$ cat src/logic/pa_pkg.sv
// arithmetic unit shared types
`default_nettype none

package pa_pkg;

	localparam int PA_W = 16;
	// 181-style slices across the word
	localparam int PA_NSLICE = 4;

	// bit 0 is the most significant bit
	typedef logic [0:PA_W-1] pa_word_t;

	typedef enum logic [3:0] {
		OP_NOP      = 4'd0,
		OP_LD_AC    = 4'd1,
		OP_LD_AR    = 4'd2,
		OP_LD_IC    = 4'd3,
		OP_AR_INC   = 4'd4,
		OP_AR_SUB4  = 4'd5,
		OP_IC_INC   = 4'd6,
		OP_ALU      = 4'd7,
		OP_AT_SHIFT = 4'd8
	} pa_op_e;

	typedef enum logic [2:0] {
		FN_ADD    = 3'd0,
		FN_SUB    = 3'd1,
		FN_AND    = 3'd2,
		FN_OR     = 3'd3,
		FN_XOR    = 3'd4,
		FN_PASS_A = 3'd5
	} pa_alu_fn_e;

	// W bus sources, same order as the select lines
	typedef enum logic [2:0] {
		W_IR         = 3'd0,
		W_KL         = 3'd1,
		W_RDT        = 3'd2,
		W_ZERO_HI_AC = 3'd3,
		W_KI         = 3'd4,
		W_AT         = 3'd5,
		W_AC         = 3'd6,
		W_A          = 3'd7
	} pa_wsel_e;

	typedef enum logic [1:0] {
		A_L_IR = 2'd0,
		A_IC   = 2'd1,
		A_AR   = 2'd2,
		A_L    = 2'd3
	} pa_asel_e;

	typedef enum logic [1:0] {
		AD_NONE = 2'd0,
		AD_AR   = 2'd1,
		AD_IC   = 2'd2
	} pa_adsel_e;

	typedef struct packed {
		pa_op_e     op;
		pa_alu_fn_e alu_fn;
		pa_wsel_e   wsel;
		pa_asel_e   asel;
		logic       blank_w_hi;
		logic       blank_w_lo;
		logic       blank_a_hi;
		logic       blank_a_mid;
		logic       blank_a_lo;
		logic       carry_in;
		logic       drive_dt;
		pa_adsel_e  adsel;
		logic       at_fill;
	} pa_cmd_t;

	typedef struct packed {
		pa_word_t ir;
		pa_word_t kl;
		pa_word_t ki;
		pa_word_t rdt;
		pa_word_t l;
	} pa_data_t;

	typedef struct packed {
		pa_word_t ac;
		pa_word_t ar;
		pa_word_t ic;
		pa_word_t at;
	} pa_regs_t;

	typedef struct packed {
		logic carry;
		logic zero;
		logic sign;
		logic equal;
	} pa_flags_t;

	typedef struct packed {
		pa_wsel_e wsel;
		pa_asel_e asel;
		logic     blank_w_hi;
		logic     blank_w_lo;
		logic     blank_a_hi;
		logic     blank_a_mid;
		logic     blank_a_lo;
	} pa_busctl_t;

	// s is S3..S0 of the 181, m high selects logic mode
	typedef struct packed {
		logic [3:0] s;
		logic       m;
		logic       cn_n;
	} pa_aluctl_t;

	typedef struct packed {
		logic ac_we;
		logic ar_we;
		logic ic_we;
		logic ar_inc;
		logic ar_sub4;
		logic ic_inc;
		logic at_load;
		logic at_shift;
		logic flags_we;
		logic at_fill;
	} pa_regctl_t;

endpackage

`default_nettype wire

$ cat src/logic/pa_control.sv
// command decoder
`timescale 1ns/10ps
`default_nettype none

module pa_control import pa_pkg::*; (
	input  pa_cmd_t    cmd,
	input  logic       op_valid,
	output pa_busctl_t busctl,
	output pa_aluctl_t aluctl,
	output pa_regctl_t regctl
);

	// bus selects go straight through
	always_comb begin
		busctl.wsel        = cmd.wsel;
		busctl.asel        = cmd.asel;
		busctl.blank_w_hi  = cmd.blank_w_hi;
		busctl.blank_w_lo  = cmd.blank_w_lo;
		busctl.blank_a_hi  = cmd.blank_a_hi;
		busctl.blank_a_mid = cmd.blank_a_mid;
		busctl.blank_a_lo  = cmd.blank_a_lo;
	end

	// 181 function select, active-high data
	always_comb begin
		aluctl.cn_n = ~cmd.carry_in;
		case (cmd.alu_fn)
			FN_ADD: begin
				aluctl.s = 4'b1001;
				aluctl.m = 1'b0;
			end
			FN_SUB: begin
				aluctl.s = 4'b0110;
				aluctl.m = 1'b0;
			end
			FN_AND: begin
				aluctl.s = 4'b1011;
				aluctl.m = 1'b1;
			end
			FN_OR: begin
				aluctl.s = 4'b1110;
				aluctl.m = 1'b1;
			end
			FN_XOR: begin
				aluctl.s = 4'b0110;
				aluctl.m = 1'b1;
			end
			default: begin
				// pass a
				aluctl.s = 4'b1111;
				aluctl.m = 1'b1;
			end
		endcase
	end

	// write enables, only for a valid command
	always_comb begin
		regctl = '0;
		regctl.at_fill = cmd.at_fill;
		if (op_valid) begin
			case (cmd.op)
				OP_LD_AC:   regctl.ac_we = 1'b1;
				OP_LD_AR:   regctl.ar_we = 1'b1;
				OP_LD_IC:   regctl.ic_we = 1'b1;
				OP_AR_INC:  regctl.ar_inc = 1'b1;
				OP_AR_SUB4: regctl.ar_sub4 = 1'b1;
				OP_IC_INC:  regctl.ic_inc = 1'b1;
				OP_ALU: begin
					regctl.at_load  = 1'b1;
					regctl.flags_we = 1'b1;
				end
				OP_AT_SHIFT: regctl.at_shift = 1'b1;
				default: ;
			endcase
		end
	end

endmodule

`default_nettype wire

$ cat src/logic/pa_bus_mux.sv
// W and A bus selection
`timescale 1ns/10ps
`default_nettype none

module pa_bus_mux import pa_pkg::*; (
	input  pa_busctl_t busctl,
	input  pa_data_t   data,
	input  pa_regs_t   regs,
	output pa_word_t   w_bus,
	output pa_word_t   a_bus
);

	pa_word_t a_src;
	logic [0:7] w_hi;
	logic [0:7] w_lo;

	// A bus source word
	always_comb begin
		case (busctl.asel)
			// odd split: low byte of l on top, ir below
			A_L_IR:  a_src = {data.l[8:15], data.ir[8:15]};
			A_IC:    a_src = regs.ic;
			A_AR:    a_src = regs.ar;
			default: a_src = data.l;
		endcase
	end

	// three fields blanked on their own
	always_comb begin
		a_bus[0:7]   = busctl.blank_a_hi  ? 8'd0 : a_src[0:7];
		a_bus[8:9]   = busctl.blank_a_mid ? 2'd0 : a_src[8:9];
		a_bus[10:15] = busctl.blank_a_lo  ? 6'd0 : a_src[10:15];
	end

	// W bus, one byte pair per source
	always_comb begin
		case (busctl.wsel)
			W_IR: begin
				w_hi = data.ir[0:7];
				w_lo = data.ir[8:15];
			end
			W_KL: begin
				w_hi = data.kl[0:7];
				w_lo = data.kl[8:15];
			end
			W_RDT: begin
				w_hi = data.rdt[0:7];
				w_lo = data.rdt[8:15];
			end
			W_ZERO_HI_AC: begin
				// high byte of ac moves down
				w_hi = 8'd0;
				w_lo = regs.ac[0:7];
			end
			W_KI: begin
				w_hi = data.ki[0:7];
				w_lo = data.ki[8:15];
			end
			W_AT: begin
				w_hi = regs.at[0:7];
				w_lo = regs.at[8:15];
			end
			W_AC: begin
				w_hi = regs.ac[0:7];
				w_lo = regs.ac[8:15];
			end
			default: begin
				w_hi = a_bus[0:7];
				w_lo = a_bus[8:15];
			end
		endcase
	end

	assign w_bus[0:7]  = busctl.blank_w_hi ? 8'd0 : w_hi;
	assign w_bus[8:15] = busctl.blank_w_lo ? 8'd0 : w_lo;

endmodule

`default_nettype wire

$ cat src/logic/pa_alu.sv
// 181-style function unit with lookahead carry
`timescale 1ns/10ps
`default_nettype none

module pa_alu import pa_pkg::*; (
	input  pa_aluctl_t aluctl,
	input  pa_word_t   a_bus,
	input  pa_word_t   ac,
	output pa_word_t   result,
	output pa_flags_t  next_flags
);

	// carries into each of four positions, position 3 is the lowest
	function automatic logic [0:3] carries4(input logic [0:3] g, input logic [0:3] p,
			input logic cin);
		logic [0:3] c;
		c[3] = cin;
		c[2] = g[3] | (p[3] & cin);
		c[1] = g[2] | (p[2] & g[3]) | (p[2] & p[3] & cin);
		c[0] = g[1] | (p[1] & g[2]) | (p[1] & p[2] & g[3]) | (p[1] & p[2] & p[3] & cin);
		return c;
	endfunction

	function automatic logic group_g(input logic [0:3] g, input logic [0:3] p);
		return g[0] | (p[0] & g[1]) | (p[0] & p[1] & g[2]) | (p[0] & p[1] & p[2] & g[3]);
	endfunction

	pa_word_t e_n, d_n;
	pa_word_t g_bit, p_bit, h_bit;
	logic [0:PA_NSLICE-1] sl_g, sl_p, sl_eq, sl_zero, sl_cin;
	logic cin, cout;

	// per-bit terms shared by all slices
	assign e_n = ~((a_bus & ac & {PA_W{aluctl.s[3]}}) | (a_bus & ~ac & {PA_W{aluctl.s[2]}}));
	assign d_n = ~(a_bus | (ac & {PA_W{aluctl.s[0]}}) | (~ac & {PA_W{aluctl.s[1]}}));
	assign g_bit = ~e_n;
	assign p_bit = ~d_n;
	assign h_bit = e_n ^ d_n;

	assign cin = ~aluctl.cn_n;

	genvar k;
	generate
		for (k = 0; k < PA_NSLICE; k++) begin : g_slice
			logic [0:3] c_in_bit;

			assign sl_g[k] = group_g(g_bit[4*k +: 4], p_bit[4*k +: 4]);
			assign sl_p[k] = &p_bit[4*k +: 4];
			assign sl_eq[k] = &(a_bus[4*k +: 4] ~^ ac[4*k +: 4]);
			assign c_in_bit = carries4(g_bit[4*k +: 4], p_bit[4*k +: 4], sl_cin[k]);
			// logic mode holds the carry term high
			assign result[4*k +: 4] = h_bit[4*k +: 4] ^ (c_in_bit | {4{aluctl.m}});
			assign sl_zero[k] = ~|result[4*k +: 4];
		end
	endgenerate

	// 182 lookahead across the slices
	assign sl_cin = carries4(sl_g, sl_p, cin);
	assign cout = sl_g[0] | (sl_p[0] & sl_cin[0]);

	always_comb begin
		next_flags.carry = cout & ~aluctl.m;
		next_flags.zero  = &sl_zero;
		next_flags.sign  = result[0];
		next_flags.equal = &sl_eq;
	end

endmodule

`default_nettype wire

$ cat src/logic/pa_registers.sv
// ac, ar, ic, at and flags
`timescale 1ns/10ps
`default_nettype none

module pa_registers import pa_pkg::*; (
	input  logic       __ic_cu,
	input  logic       __ic_load,
	input  pa_regctl_t regctl,
	input  pa_word_t   w_bus,
	input  pa_word_t   alu_result,
	input  pa_flags_t  next_flags,
	output pa_regs_t   regs,
	output pa_flags_t  flags
);

	pa_word_t ac, ar, ic, at;
	pa_flags_t flag_q;

	// accumulator
	always_ff @(posedge __ic_cu or posedge __ic_load) begin
		if (__ic_load) begin
			ac <= '0;
		end else if (regctl.ac_we) begin
			ac <= w_bus;
		end
	end

	// address register, wraps both ways
	always_ff @(posedge __ic_cu or posedge __ic_load) begin
		if (__ic_load) begin
			ar <= '0;
		end else if (regctl.ar_we) begin
			ar <= w_bus;
		end else if (regctl.ar_sub4) begin
			ar <= ar - 16'd4;
		end else if (regctl.ar_inc) begin
			ar <= ar + 16'd1;
		end
	end

	// instruction counter
	always_ff @(posedge __ic_cu or posedge __ic_load) begin
		if (__ic_load) begin
			ic <= '0;
		end else if (regctl.ic_we) begin
			ic <= w_bus;
		end else if (regctl.ic_inc) begin
			ic <= ic + 16'd1;
		end
	end

	// at takes the alu result or shifts toward bit 15
	always_ff @(posedge __ic_cu or posedge __ic_load) begin
		if (__ic_load) begin
			at <= '0;
		end else if (regctl.at_load) begin
			at <= alu_result;
		end else if (regctl.at_shift) begin
			at <= {regctl.at_fill, at[0:PA_W-2]};
		end
	end

	always_ff @(posedge __ic_cu or posedge __ic_load) begin
		if (__ic_load) begin
			flag_q <= '0;
		end else if (regctl.flags_we) begin
			flag_q <= next_flags;
		end
	end

	assign regs.ac = ac;
	assign regs.ar = ar;
	assign regs.ic = ic;
	assign regs.at = at;
	assign flags   = flag_q;

endmodule

`default_nettype wire

$ cat src/logic/pa_top.sv
// arithmetic unit top level
`timescale 1ns/10ps
`default_nettype none

module pa_top import pa_pkg::*; (
	input  logic      __ic_cu,
	input  logic      __ic_load,
	input  logic      op_valid,
	input  pa_cmd_t   cmd,
	input  pa_data_t  data,
	input  logic      barnb,
	output pa_word_t  ddt,
	output pa_word_t  dad,
	output pa_regs_t  regs,
	output pa_flags_t flags,
	output logic      addr_match
);

	pa_busctl_t busctl;
	pa_aluctl_t aluctl;
	pa_regctl_t regctl;
	pa_word_t   w_bus, a_bus, alu_result;
	pa_flags_t  next_flags;

	pa_control u_control (
		.cmd(cmd), .op_valid(op_valid),
		.busctl(busctl), .aluctl(aluctl), .regctl(regctl)
	);

	pa_bus_mux u_bus_mux (
		.busctl(busctl), .data(data), .regs(regs),
		.w_bus(w_bus), .a_bus(a_bus)
	);

	pa_alu u_alu (
		.aluctl(aluctl), .a_bus(a_bus), .ac(regs.ac),
		.result(alu_result), .next_flags(next_flags)
	);

	pa_registers u_registers (
		.__ic_cu(__ic_cu), .__ic_load(__ic_load), .regctl(regctl),
		.w_bus(w_bus), .alu_result(alu_result), .next_flags(next_flags),
		.regs(regs), .flags(flags)
	);

	assign ddt = cmd.drive_dt ? w_bus : '0;

	always_comb begin
		case (cmd.adsel)
			AD_AR:   dad = regs.ar;
			AD_IC:   dad = regs.ic;
			default: dad = '0;
		endcase
	end

	// bit 0 of kl is compared against barnb, not the address
	assign addr_match = (data.kl[0] == barnb) && (data.kl[1:15] == dad[1:15]);

endmodule

`default_nettype wire

$ cat config.mk
export PLATFORM = sky130hd
export DESIGN_NAME = pa_top
export DESIGN_NICKNAME = d
export VERILOG_FILES = /design/src/logic/pa_pkg.sv /design/src/logic/pa_control.sv /design/src/logic/pa_bus_mux.sv /design/src/logic/pa_alu.sv /design/src/logic/pa_registers.sv /design/src/logic/pa_top.sv
export SDC_FILE = /design/constraint.sdc
export NUM_CORES = 1
export LEC_CHECK = 0
export BUFFER_PORTS_ARGS = -buffer_cell sky130_fd_sc_hd__clkbuf_2
export CORE_MARGIN = 1.5
export CORE_UTILIZATION = 41
export DETAILED_ROUTE_END_ITERATION = 7
export PLACE_DENSITY_LB_ADDON = 0.08
export SLEW_MARGIN = 5
export SYNTH_ARGS = -nofsm -noshare
export SYNTH_HDL_FRONTEND = slang
export SYNTH_SLANG_ARGS = --single-unit
$ cat constraint.sdc
create_clock -name __ic_cu -period 4.5 [get_ports __ic_cu]
set_input_delay 0.675 -clock __ic_cu [delete_from_list [all_inputs] [get_ports __ic_cu]]
set_output_delay 0.675 -clock __ic_cu [all_outputs]
set_load 0.01 [all_outputs]
==> results of run 1 <==
[cells by family after synthesis]
family                     count (synthesis)  share of synthesized area (%)
AOI/OAI and AO/OA                        269                           25.2
xor gates and xnor gates                  47                           5.63
adders and majority gates                 38                           6.29
buffers and inverters                     91                           5.07
DFF                                       68                           22.5
and+or+nand+nor                          352                           23.7
muxes                                     61                           11.6
[synthesized netlist by cell type (18+ instances only)]
library cell / n
inv_1: 28
a22oi_1: 20
a21oi_1: 35
clkbuf_1: 47
mux4_2: 20
nor3_1: 27
nand2_1: 77
dfrtp_1: 68
a221o_1: 18
ha_1: 38
nand3_1: 24
o21ai_0: 79
mux2i_1: 30
and2_1: 18
xnor2_1: 35
nor2_1: 100
[critical path: stages]
cell,delay [ns]
clkbuf_2,0.26
mux2i_1,0.32
o22ai_4,0.15
ha_1,0.21
or3_1,0.31
o311a_1,0.17
a221oi_4,0.28
nor3_1,0.14
or4_4,0.56
a2111oi_4,0.35
nand4b_1,0.16
nor4_2,0.30
o2111ai_1,0.18
o31ai_2,0.19
[layout make-up]
class	instances	area share [%]
multi-input combinational	767	59.3
tap	229	3.10
inverter	28	1.14
timing repair buffer	254	15.2
clock buffer	12	2.56
clock inverter	4	0.284
sequential	68	18.4
[sequential cells by signal, summed over array words and instances, names as in the netlist]
name / count
u_registers.ac: 16
u_registers.ar: 16
u_registers.at: 16
u_registers.flags: 4
u_registers.ic: 16
[per-layer routing]
layer,up-vias,share of wire [%]
met5,-,0
met4,0,5.6
met3,98,7.4
met2,447,46
met1,4034,41
li1,3853,-
[power groups by stage]
stage	sequential, uW	combinational [uW]	clock, uW
6_report	1110	1610	675
5_1_grt	1120	1740	705
4_1_cts	1100	1600	681
3_5_place_dp	1110	1590	0
3_3_place_gp	1110	1580	0
2_1_floorplan	1040	920	0
[worst max path at each step]
stage	to	slack (ns)	cells after the start
2_1_floorplan	u_registers.flags[2]	0.59	14
3_3_place_gp	u_registers.flags[2]	0.22	14
3_5_place_dp	u_registers.flags[2]	0.11	14
4_1_cts	u_registers.flags[2]	0.48	14
5_1_grt	u_registers.flags[2]	0.28	14
6_report	u_registers.flags[2]	0.49	14
[stage by stage]
step                      power (uW)  instances
after floorplan                 1960        926
after global placement          2700       1346
after detailed placement        2700       1346
after CTS                       3380       1362
after global routing            3570       1362
final                           3400       1362
==> results.json, run 1 <==
{
  "remaining_drc_errors": 0,
  "track_usage_pct": 32.9,
  "cts-resized-gates": 0,
  "wirelength_um": 32400,
  "ys_seq_area_share_pct": 22.5,
  "clk_latency_ns": 0.35,
  "synth_top_cell_area_share_pct": 22.5,
  "clkTransAtPathRegs_ns": 0.06,
  "fp-row-count": 49,
  "cts_setup_buffers": 0,
  "dieArea_um2": 19300,
  "drv_slew": 0,
  "r2r-end": "u_registers.flags[2]",
  "wl_per_cell_um": 23.8,
  "startpoint_type": "input pin",
  "place_area_um2": 8980,
  "antennaDiodeCount": 0,
  "rr_startpoint": "u_registers.ar[0]",
  "vias": 8432,
  "dp_hpwl_um": 25900,
  "crit_start": "cmd[10]",
  "grt_pass1_vias": 7839,
  "coreArea_um2": 18000,
  "die_w_um": 139,
  "fill_cells": 1856,
  "synthTopCellsByArea": "dfrtp_1, ha_1, mux4_2",
  "maxCapViolations": 0,
  "synthCells": 926,
  "max_freq_mhz": 249,
  "pwr-share-comb_pct": 47.4,
  "reg2reg_slack_ns": 0.64,
  "use_met2_pct": 51.5,
  "holdPathEnd": "u_registers.flags[0]",
  "top_usage_layer": "met2",
  "hold_viol": 0,
  "ys_warn_count": 0,
  "pwr_density_cell_nw_per_um2": 367,
  "finalHoldWorstSlack_ns": 0.490,
  "end_kind": "register",
  "cts_tree": "built",
  "routed_via_density": 6.19,
  "netSwitchingFraction_pct": 46.0,
  "clockBufferDepth": 2,
  "io_pins": 207,
  "seqCellArea_um2": 1700,
  "finClkSkew_ns": 0.0113,
  "fin_crit_ns": 4.01,
  "grt_pass1_wl_um": 48100,
  "rsz0062_at_grt": "no",
  "setup_slack_ns": 0.486,
  "p_clk_share_pct": 19.9,
  "yosysUniqueCellTypes": 85,
  "synth_edf_count": 0,
  "post-route-period-util_pct": 89.2,
  "grt_max_degree": 43,
  "grt_use_met3_pct": 5.42,
  "crit_type": "in -> reg",
  "holdCritStartpoint": "u_registers.flags[0]",
  "syn_nets": 1070,
  "clock-sinks": 68,
  "cts_buffers": 9,
  "die_h_um": 139,
  "status": "finished, final reports clean",
  "grtUsageMet1_pct": 43.4,
  "clockRootBuffer": "clkbuf_16",
  "hold_buffers": 0,
  "multi_input_area_um2": 5480,
  "grt-ovfl-total": 0,
  "p_int_uw": 1830,
  "gp_congestion": 1.04,
  "final_common_cell": "clkbuf_2",
  "antenna_found_initial": 0,
  "htree_levels": 3,
  "start_util_pct": 41.9,
  "reg2regPathDepth": 13,
  "cp_max_fo": 7,
  "drive_above_1_share_pct": 29.2,
  "min_path_cells": 2,
  "drt_iter0_drc": 643,
  "required_ns": 4.77,
  "maxSlewHeadroom_pct": 21.8,
  "port_buffers": 206,
  "setup-tns-final_ns": 0,
  "leakage_uw": 0.00424,
  "arrival_ns": 4.28,
  "first_pass_iters": 5,
  "vdd_drop_max_mv": 0.219,
  "dp_slack_ns": 0.112,
  "synth-seq-cells": 68,
  "nNetsFinal": 1272,
  "holdCritPathClass": "reg -> reg",
  "yosysTopAreaCell": "dfrtp_1",
  "syn_to_final_growth_pct": 22.3,
  "power_switching_uw": 1560,
  "postSynthAreaPerCell_um2": 8.16,
  "p_seq_share_pct": 32.7,
  "finalSetupViolCount": 0,
  "tightestPinTransition_ns": 1.17,
  "ys.flop_type": "dfrtp_1",
  "final_area_um2": 9240,
  "layout_common_cells": "clkbuf_2, nor2_1, o21ai_0",
  "synth-async-reset-ratio_pct": 100,
  "synthesis.area_um2": 7560,
  "ant_nets": 0,
  "fin_util_pct": 51.3
}
Note: power is estimated with default switching activity, not from simulation.
==> inputs of run 2 (changes only) <==
clock period = 4.6 ns   (was 4.5 ns; I/O delays follow)
==> results.json, run 2 (synthesis results as in run 1) <==
{
  "end_kind": "register",
  "p_int_uw": 1800,
  "antenna_found_initial": 0,
  "syn_to_final_growth_pct": 21.8,
  "grt-ovfl-total": 0,
  "cp_num_buf_inv": 1,
  "leakage_uw": 0.00422,
  "die_w_um": 139,
  "remaining_drc_errors": 0,
  "gp_congestion": 0.995,
  "reg2reg_slack_ns": 0.73,
  "port_buffers": 206,
  "cts_setup_buffers": 0,
  "grt_max_degree": 40,
  "rr_startpoint": "u_registers.ar[0]",
  "holdCritPathClass": "reg -> reg",
  "cpPeakStageDelay_ns": 0.52,
  "r2r-end": "u_registers.flags[2]",
  "nNetsFinal": 1268,
  "first_pass_iters": 7,
  "coreArea_um2": 18000,
  "clockBufferDepth": 2,
  "status": "finished, final reports clean",
  "finalSetupViolCount": 0,
  "ant_nets": 0,
  "min_path_cells": 2,
  "fp-row-count": 49,
  "routed_via_density": 6.10,
  "netSwitchingFraction_pct": 45.7,
  "fin_crit_ns": 3.94,
  "p_seq_share_pct": 33.3,
  "critPathSlowestCell": "mux4_2",
  "crit_family": "compound AO/OA/AOI/OAI gates",
  "drive_above_1_share_pct": 28.9,
  "critical_path.cell_chain": "clkbuf_2, mux4_2, nor2b_1, ha_1, o32a_1, nor4_1, a221oi_1, a31oi_2, a211oi_1, or3_1, nor4_2, o2111ai_1, o31ai_2",
  "crit_type": "in -> reg",
  "startpoint_type": "input pin",
  "clockRootBuffer": "clkbuf_16",
  "antennaDiodeCount": 0,
  "holdCritStartpoint": "u_registers.flags[0]",
  "vias": 8279,
  "track_usage_pct": 32.8,
  "die_h_um": 139,
  "maxSlewHeadroom_pct": 24.8,
  "cts_tree": "built",
  "pwr_density_cell_nw_per_um2": 360,
  "dieArea_um2": 19300,
  "p_clk_share_pct": 20.1,
  "grt_pass1_vias": 7813,
  "required_ns": 4.86,
  "io_pins": 207,
  "grt_pass1_wl_um": 48000,
  "cts-resized-gates": 0,
  "layout_common_cells": "clkbuf_2, nor2_1, o21ai_0",
  "clk_latency_ns": 0.35,
  "tightestPinTransition_ns": 1.13,
  "start_util_pct": 41.9,
  "final_common_cell": "clkbuf_2",
  "arrival_ns": 4.20,
  "setup_slack_ns": 0.657,
  "wirelength_um": 32200,
  "clkTransAtPathRegs_ns": 0.06,
  "dp_slack_ns": 0.316,
  "drt_iter0_drc": 670,
  "drv_slew": 0,
  "wl_per_cell_um": 23.7,
  "reg2regPathDepth": 13,
  "setup-tns-final_ns": 0,
  "maxCapViolations": 0,
  "dp_hpwl_um": 25800,
  "clock-sinks": 68,
  "post-route-period-util_pct": 85.7,
  "holdPathEnd": "u_registers.flags[0]",
  "hold_buffers": 0,
  "power_switching_uw": 1510,
  "vdd_drop_max_mv": 0.210,
  "hold_viol": 0,
  "worstSetupPathDepth": 13,
  "htree_levels": 3,
  "pwr-share-comb_pct": 46.5,
  "max_freq_mhz": 254,
  "cts_buffers": 9,
  "rsz0062_at_grt": "no",
  "finClkSkew_ns": 0.0100,
  "cp_max_fo": 8
}
-- run 2: changes by cell type in the layout (fill, tap and decap cells not counted) --
| cell | delta |
|---|---|
| clkbuf_8 | +1 |
| buf_4 | -3 |
| clkbuf_1 | +1 |
| clkinv_4 | -1 |
| buf_12 | -1 |
| clkinvlp_4 | -1 |
-- run 2: power by group through the flow --
stage	Sequential, uW	Combinational (uW)	Clock [uW]
floorplan	1020	900	0
global placement	1100	1520	0
detailed placement	1100	1520	0
CTS	1090	1530	666
global route	1110	1680	694
finish	1100	1540	666
-- run 2: per-layer routing --
layer	part of all wire, %	global-route usage [%]
met1	42	43.7
met2	46	52.1
met3	7.4	4.83
met4	4.7	16.0
met5	0	0
-- run 2: area by class of cell --
type	count	area, um2
tap	229	287
sequential	68	1700
clock inverter	2	10.0
multi-input combinational	767	5480
inverter	28	105
fill	1811	8820
clock buffer	14	254
timing repair buffer	250	1360
-- run 2: metrics by stage --
| step | area, um2 | hold slack (ns) | cells | power [uW] | utilization (%) |
|---|---|---|---|---|---|
| 6_report | 9200 | 0.479 | 1358 | 3310 | 51.1 |
| 5_1_grt | 9200 | 0.496 | 1358 | 3480 | 51.1 |
| 4_1_cts | 9200 | 0.483 | 1358 | 3280 | 51.1 |
| 3_5_place_dp | 8940 | 0.471 | 1342 | 2620 | 49.6 |
| 3_3_place_gp | 8940 | 0.471 | 1342 | 2620 | 49.6 |
| 2_1_floorplan | 7560 | 0.516 | 926 | 1920 | - |
-- run 2: worst max-delay path by stage --
| stage | to | slack, ns | from |
|---|---|---|---|
| floorplan | u_registers.flags[2] | 0.67 | cmd[11] |
| global placement | u_registers.flags[2] | 0.37 | cmd[11] |
| detailed placement | u_registers.flags[2] | 0.32 | cmd[11] |
| CTS | u_registers.flags[2] | 0.66 | cmd[11] |
| global route | u_registers.flags[2] | 0.44 | cmd[11] |
| finish | u_registers.flags[2] | 0.66 | cmd[11] |
-- run 2: tightest hold or removal path, delay by kind of cell (launching register included) --
family | cells | cell delay, ns
AOI/OAI and AO/OA | 1 | 0.06
DFF | 1 | 0.34
and+or+nand+nor | 1 | 0.05
==> inputs of run 3 (changes only) <==
CORE_ASPECT_RATIO = 0.5   (was unset)
==> results.json, run 3 (synthesis results as in run 1) <==
{
  "status": "finished, final reports clean",
  "fin_crit_ns": 4.23,
  "die_h_um": 99.0,
  "cts_buffers": 9,
  "cts_tree": "built",
  "critical_path.cell_chain": "clkbuf_2, buf_4, mux4_2, nor2b_1, nor2_1, a2111oi_0, buf_4, and2_1, clkbuf_2",
  "grt-ovfl-total": 0,
  "cts-resized-gates": 0,
  "hold_buffers": 0,
  "finalSetupViolCount": 0,
  "fill_cells": 1764,
  "max_freq_mhz": 236,
  "syn_to_final_growth_pct": 21.1,
  "routed_via_density": 6.17,
  "crit_type": "in -> out",
  "finClkSkew_ns": 0.0123,
  "drt_iter0_drc": 971,
  "arrival_ns": 3.54,
  "end_kind": "primary output",
  "htree_levels": 3,
  "drive_above_1_share_pct": 28.3,
  "final_area_um2": 9160,
  "dp_hpwl_um": 25000,
  "startpoint_type": "input pin",
  "final_common_cell": "clkbuf_2",
  "tightestPinTransition_ns": 0.987,
  "cpPeakStageDelay_ns": 0.86,
  "seqCellArea_um2": 1700,
  "vias": 8333,
  "layout_common_cells": "clkbuf_2, nor2_1, o21ai_0",
  "required_ns": 3.91,
  "post-route-period-util_pct": 92.1,
  "cp_max_fo": 11,
  "critPathSlowestCell": "a2111oi_0",
  "maxCapViolations": 0,
  "grt_pass1_wl_um": 47100,
  "hold_viol": 0,
  "coreArea_um2": 17700,
  "die_w_um": 195,
  "holdCritPathClass": "in -> async",
  "clock-sinks": 68,
  "clockRootBuffer": "clkbuf_16",
  "cp_num_buf_inv": 4,
  "port_buffers": 206,
  "dieArea_um2": 19300,
  "crit_family": "buffers and inverters",
  "fin_util_pct": 51.7,
  "vdd_drop_max_mv": 0.191,
  "antennaDiodeCount": 0,
  "leakage_uw": 0.00418,
  "pwr_density_cell_nw_per_um2": 369,
  "track_usage_pct": 32.5,
  "remaining_drc_errors": 0,
  "wirelength_um": 31700,
  "clk_latency_ns": 0.35,
  "clockBufferDepth": 2,
  "gp_congestion": 0.988,
  "setup-tns-final_ns": 0,
  "antenna_found_initial": 1,
  "first_pass_iters": 6,
  "place_area_um2": 8840,
  "multi_input_area_um2": 5470,
  "cts_setup_buffers": 0,
  "fp-row-count": 34,
  "grt_pass1_vias": 7581,
  "wl_per_cell_um": 23.5,
  "grt_max_degree": 41,
  "ant_nets": 0,
  "io_pins": 207,
  "clkTransAtPathRegs_ns": 0.06,
  "maxSlewHeadroom_pct": 32.5,
  "start_util_pct": 42.7,
  "drv_slew": 0,
  "rsz0062_at_grt": "no",
  "nNetsFinal": 1256
}
==> run 3: changes by cell type in the layout (fill, tap and decap cells not counted), sizes merged <==
| cell | delta |
|---|---|
| clkinv | -2 |
| buf | -12 |
| clkinvlp | +2 |
| clkbuf | -2 |
| bufinv | +1 |
==> run 3: power by group <==
group / internal, uW / switching [uW] / total, uW
combinational: 641 / 854 / 1500
clock: 462 / 302 / 765
sequential: 759 / 361 / 1120
total: 1860 / 1520 / 3380
==> run 3: worst register-to-register path: stages (launching register included) <==
cell and delay, ns:
dfrtp_1 0.52, mux2i_1 0.23, o22ai_2 0.18, ha_1 0.25
o32ai_1 0.69, nor3b_1 0.26, a221oi_1 0.14, a31oi_2 0.37
a211oi_1 0.13, or3_1 0.40, nor4_2 0.30, o2111ai_1 0.17
o31ai_2 0.18
==> run 3: through the flow <==
stage / total power [uW] / cells / hold WS, ns / setup WS, ns
2_1_floorplan: 1920 / 926 / 0.516 / 0.674
3_3_place_gp: 2570 / 1335 / 0.463 / 0.329
3_5_place_dp: 2590 / 1335 / 0.472 / 0.230
4_1_cts: 3350 / 1350 / 0.484 / 0.476
5_1_grt: 3560 / 1350 / 0.512 / 0.269
6_report: 3380 / 1350 / 0.457 / 0.365
==> run 3: worst paths after layout <==
| path | startpoint | endpoint | slack, ns | cells past startpoint |
|---|---|---|---|---|
| min | __ic_load | u_registers.ar[2] | 0.46 | 2 |
| min reg2reg | u_registers.flags[0] | u_registers.flags[0] | 0.47 | 2 |
| max reg2reg | u_registers.ic[5] | u_registers.flags[2] | 0.68 | 12 |
| min in group __ic_cu | u_registers.flags[0] | u_registers.flags[0] | 0.47 | 2 |
| max in group asynchronous | __ic_load | u_registers.flags[1] | 3.16 | 3 |
| max | cmd[10] | ddt[13] | 0.37 | 9 |
==> run 3: layer usage <==
layer / part of all wire (%) / global-route usage, % / routed length (um) / vias up
met3: 11 / 7.63 / 3370 / 50
met1: 44 / 47.6 / 14100 / 4009
met2: 43 / 47.7 / 13600 / 439
met5: 0.038 / 0 / 12 / -
li1: - / - / - / 3833
met4: 2.1 / 8.23 / 675 / 2
==> run 3: cell type report <==
cell class	instances	share of cell area [%]
clock inverter	3	0.492
multi-input combinational	767	59.8
timing repair buffer	238	13.9
sequential	68	18.6
inverter	28	1.15
tap	234	3.20
clock buffer	12	2.91
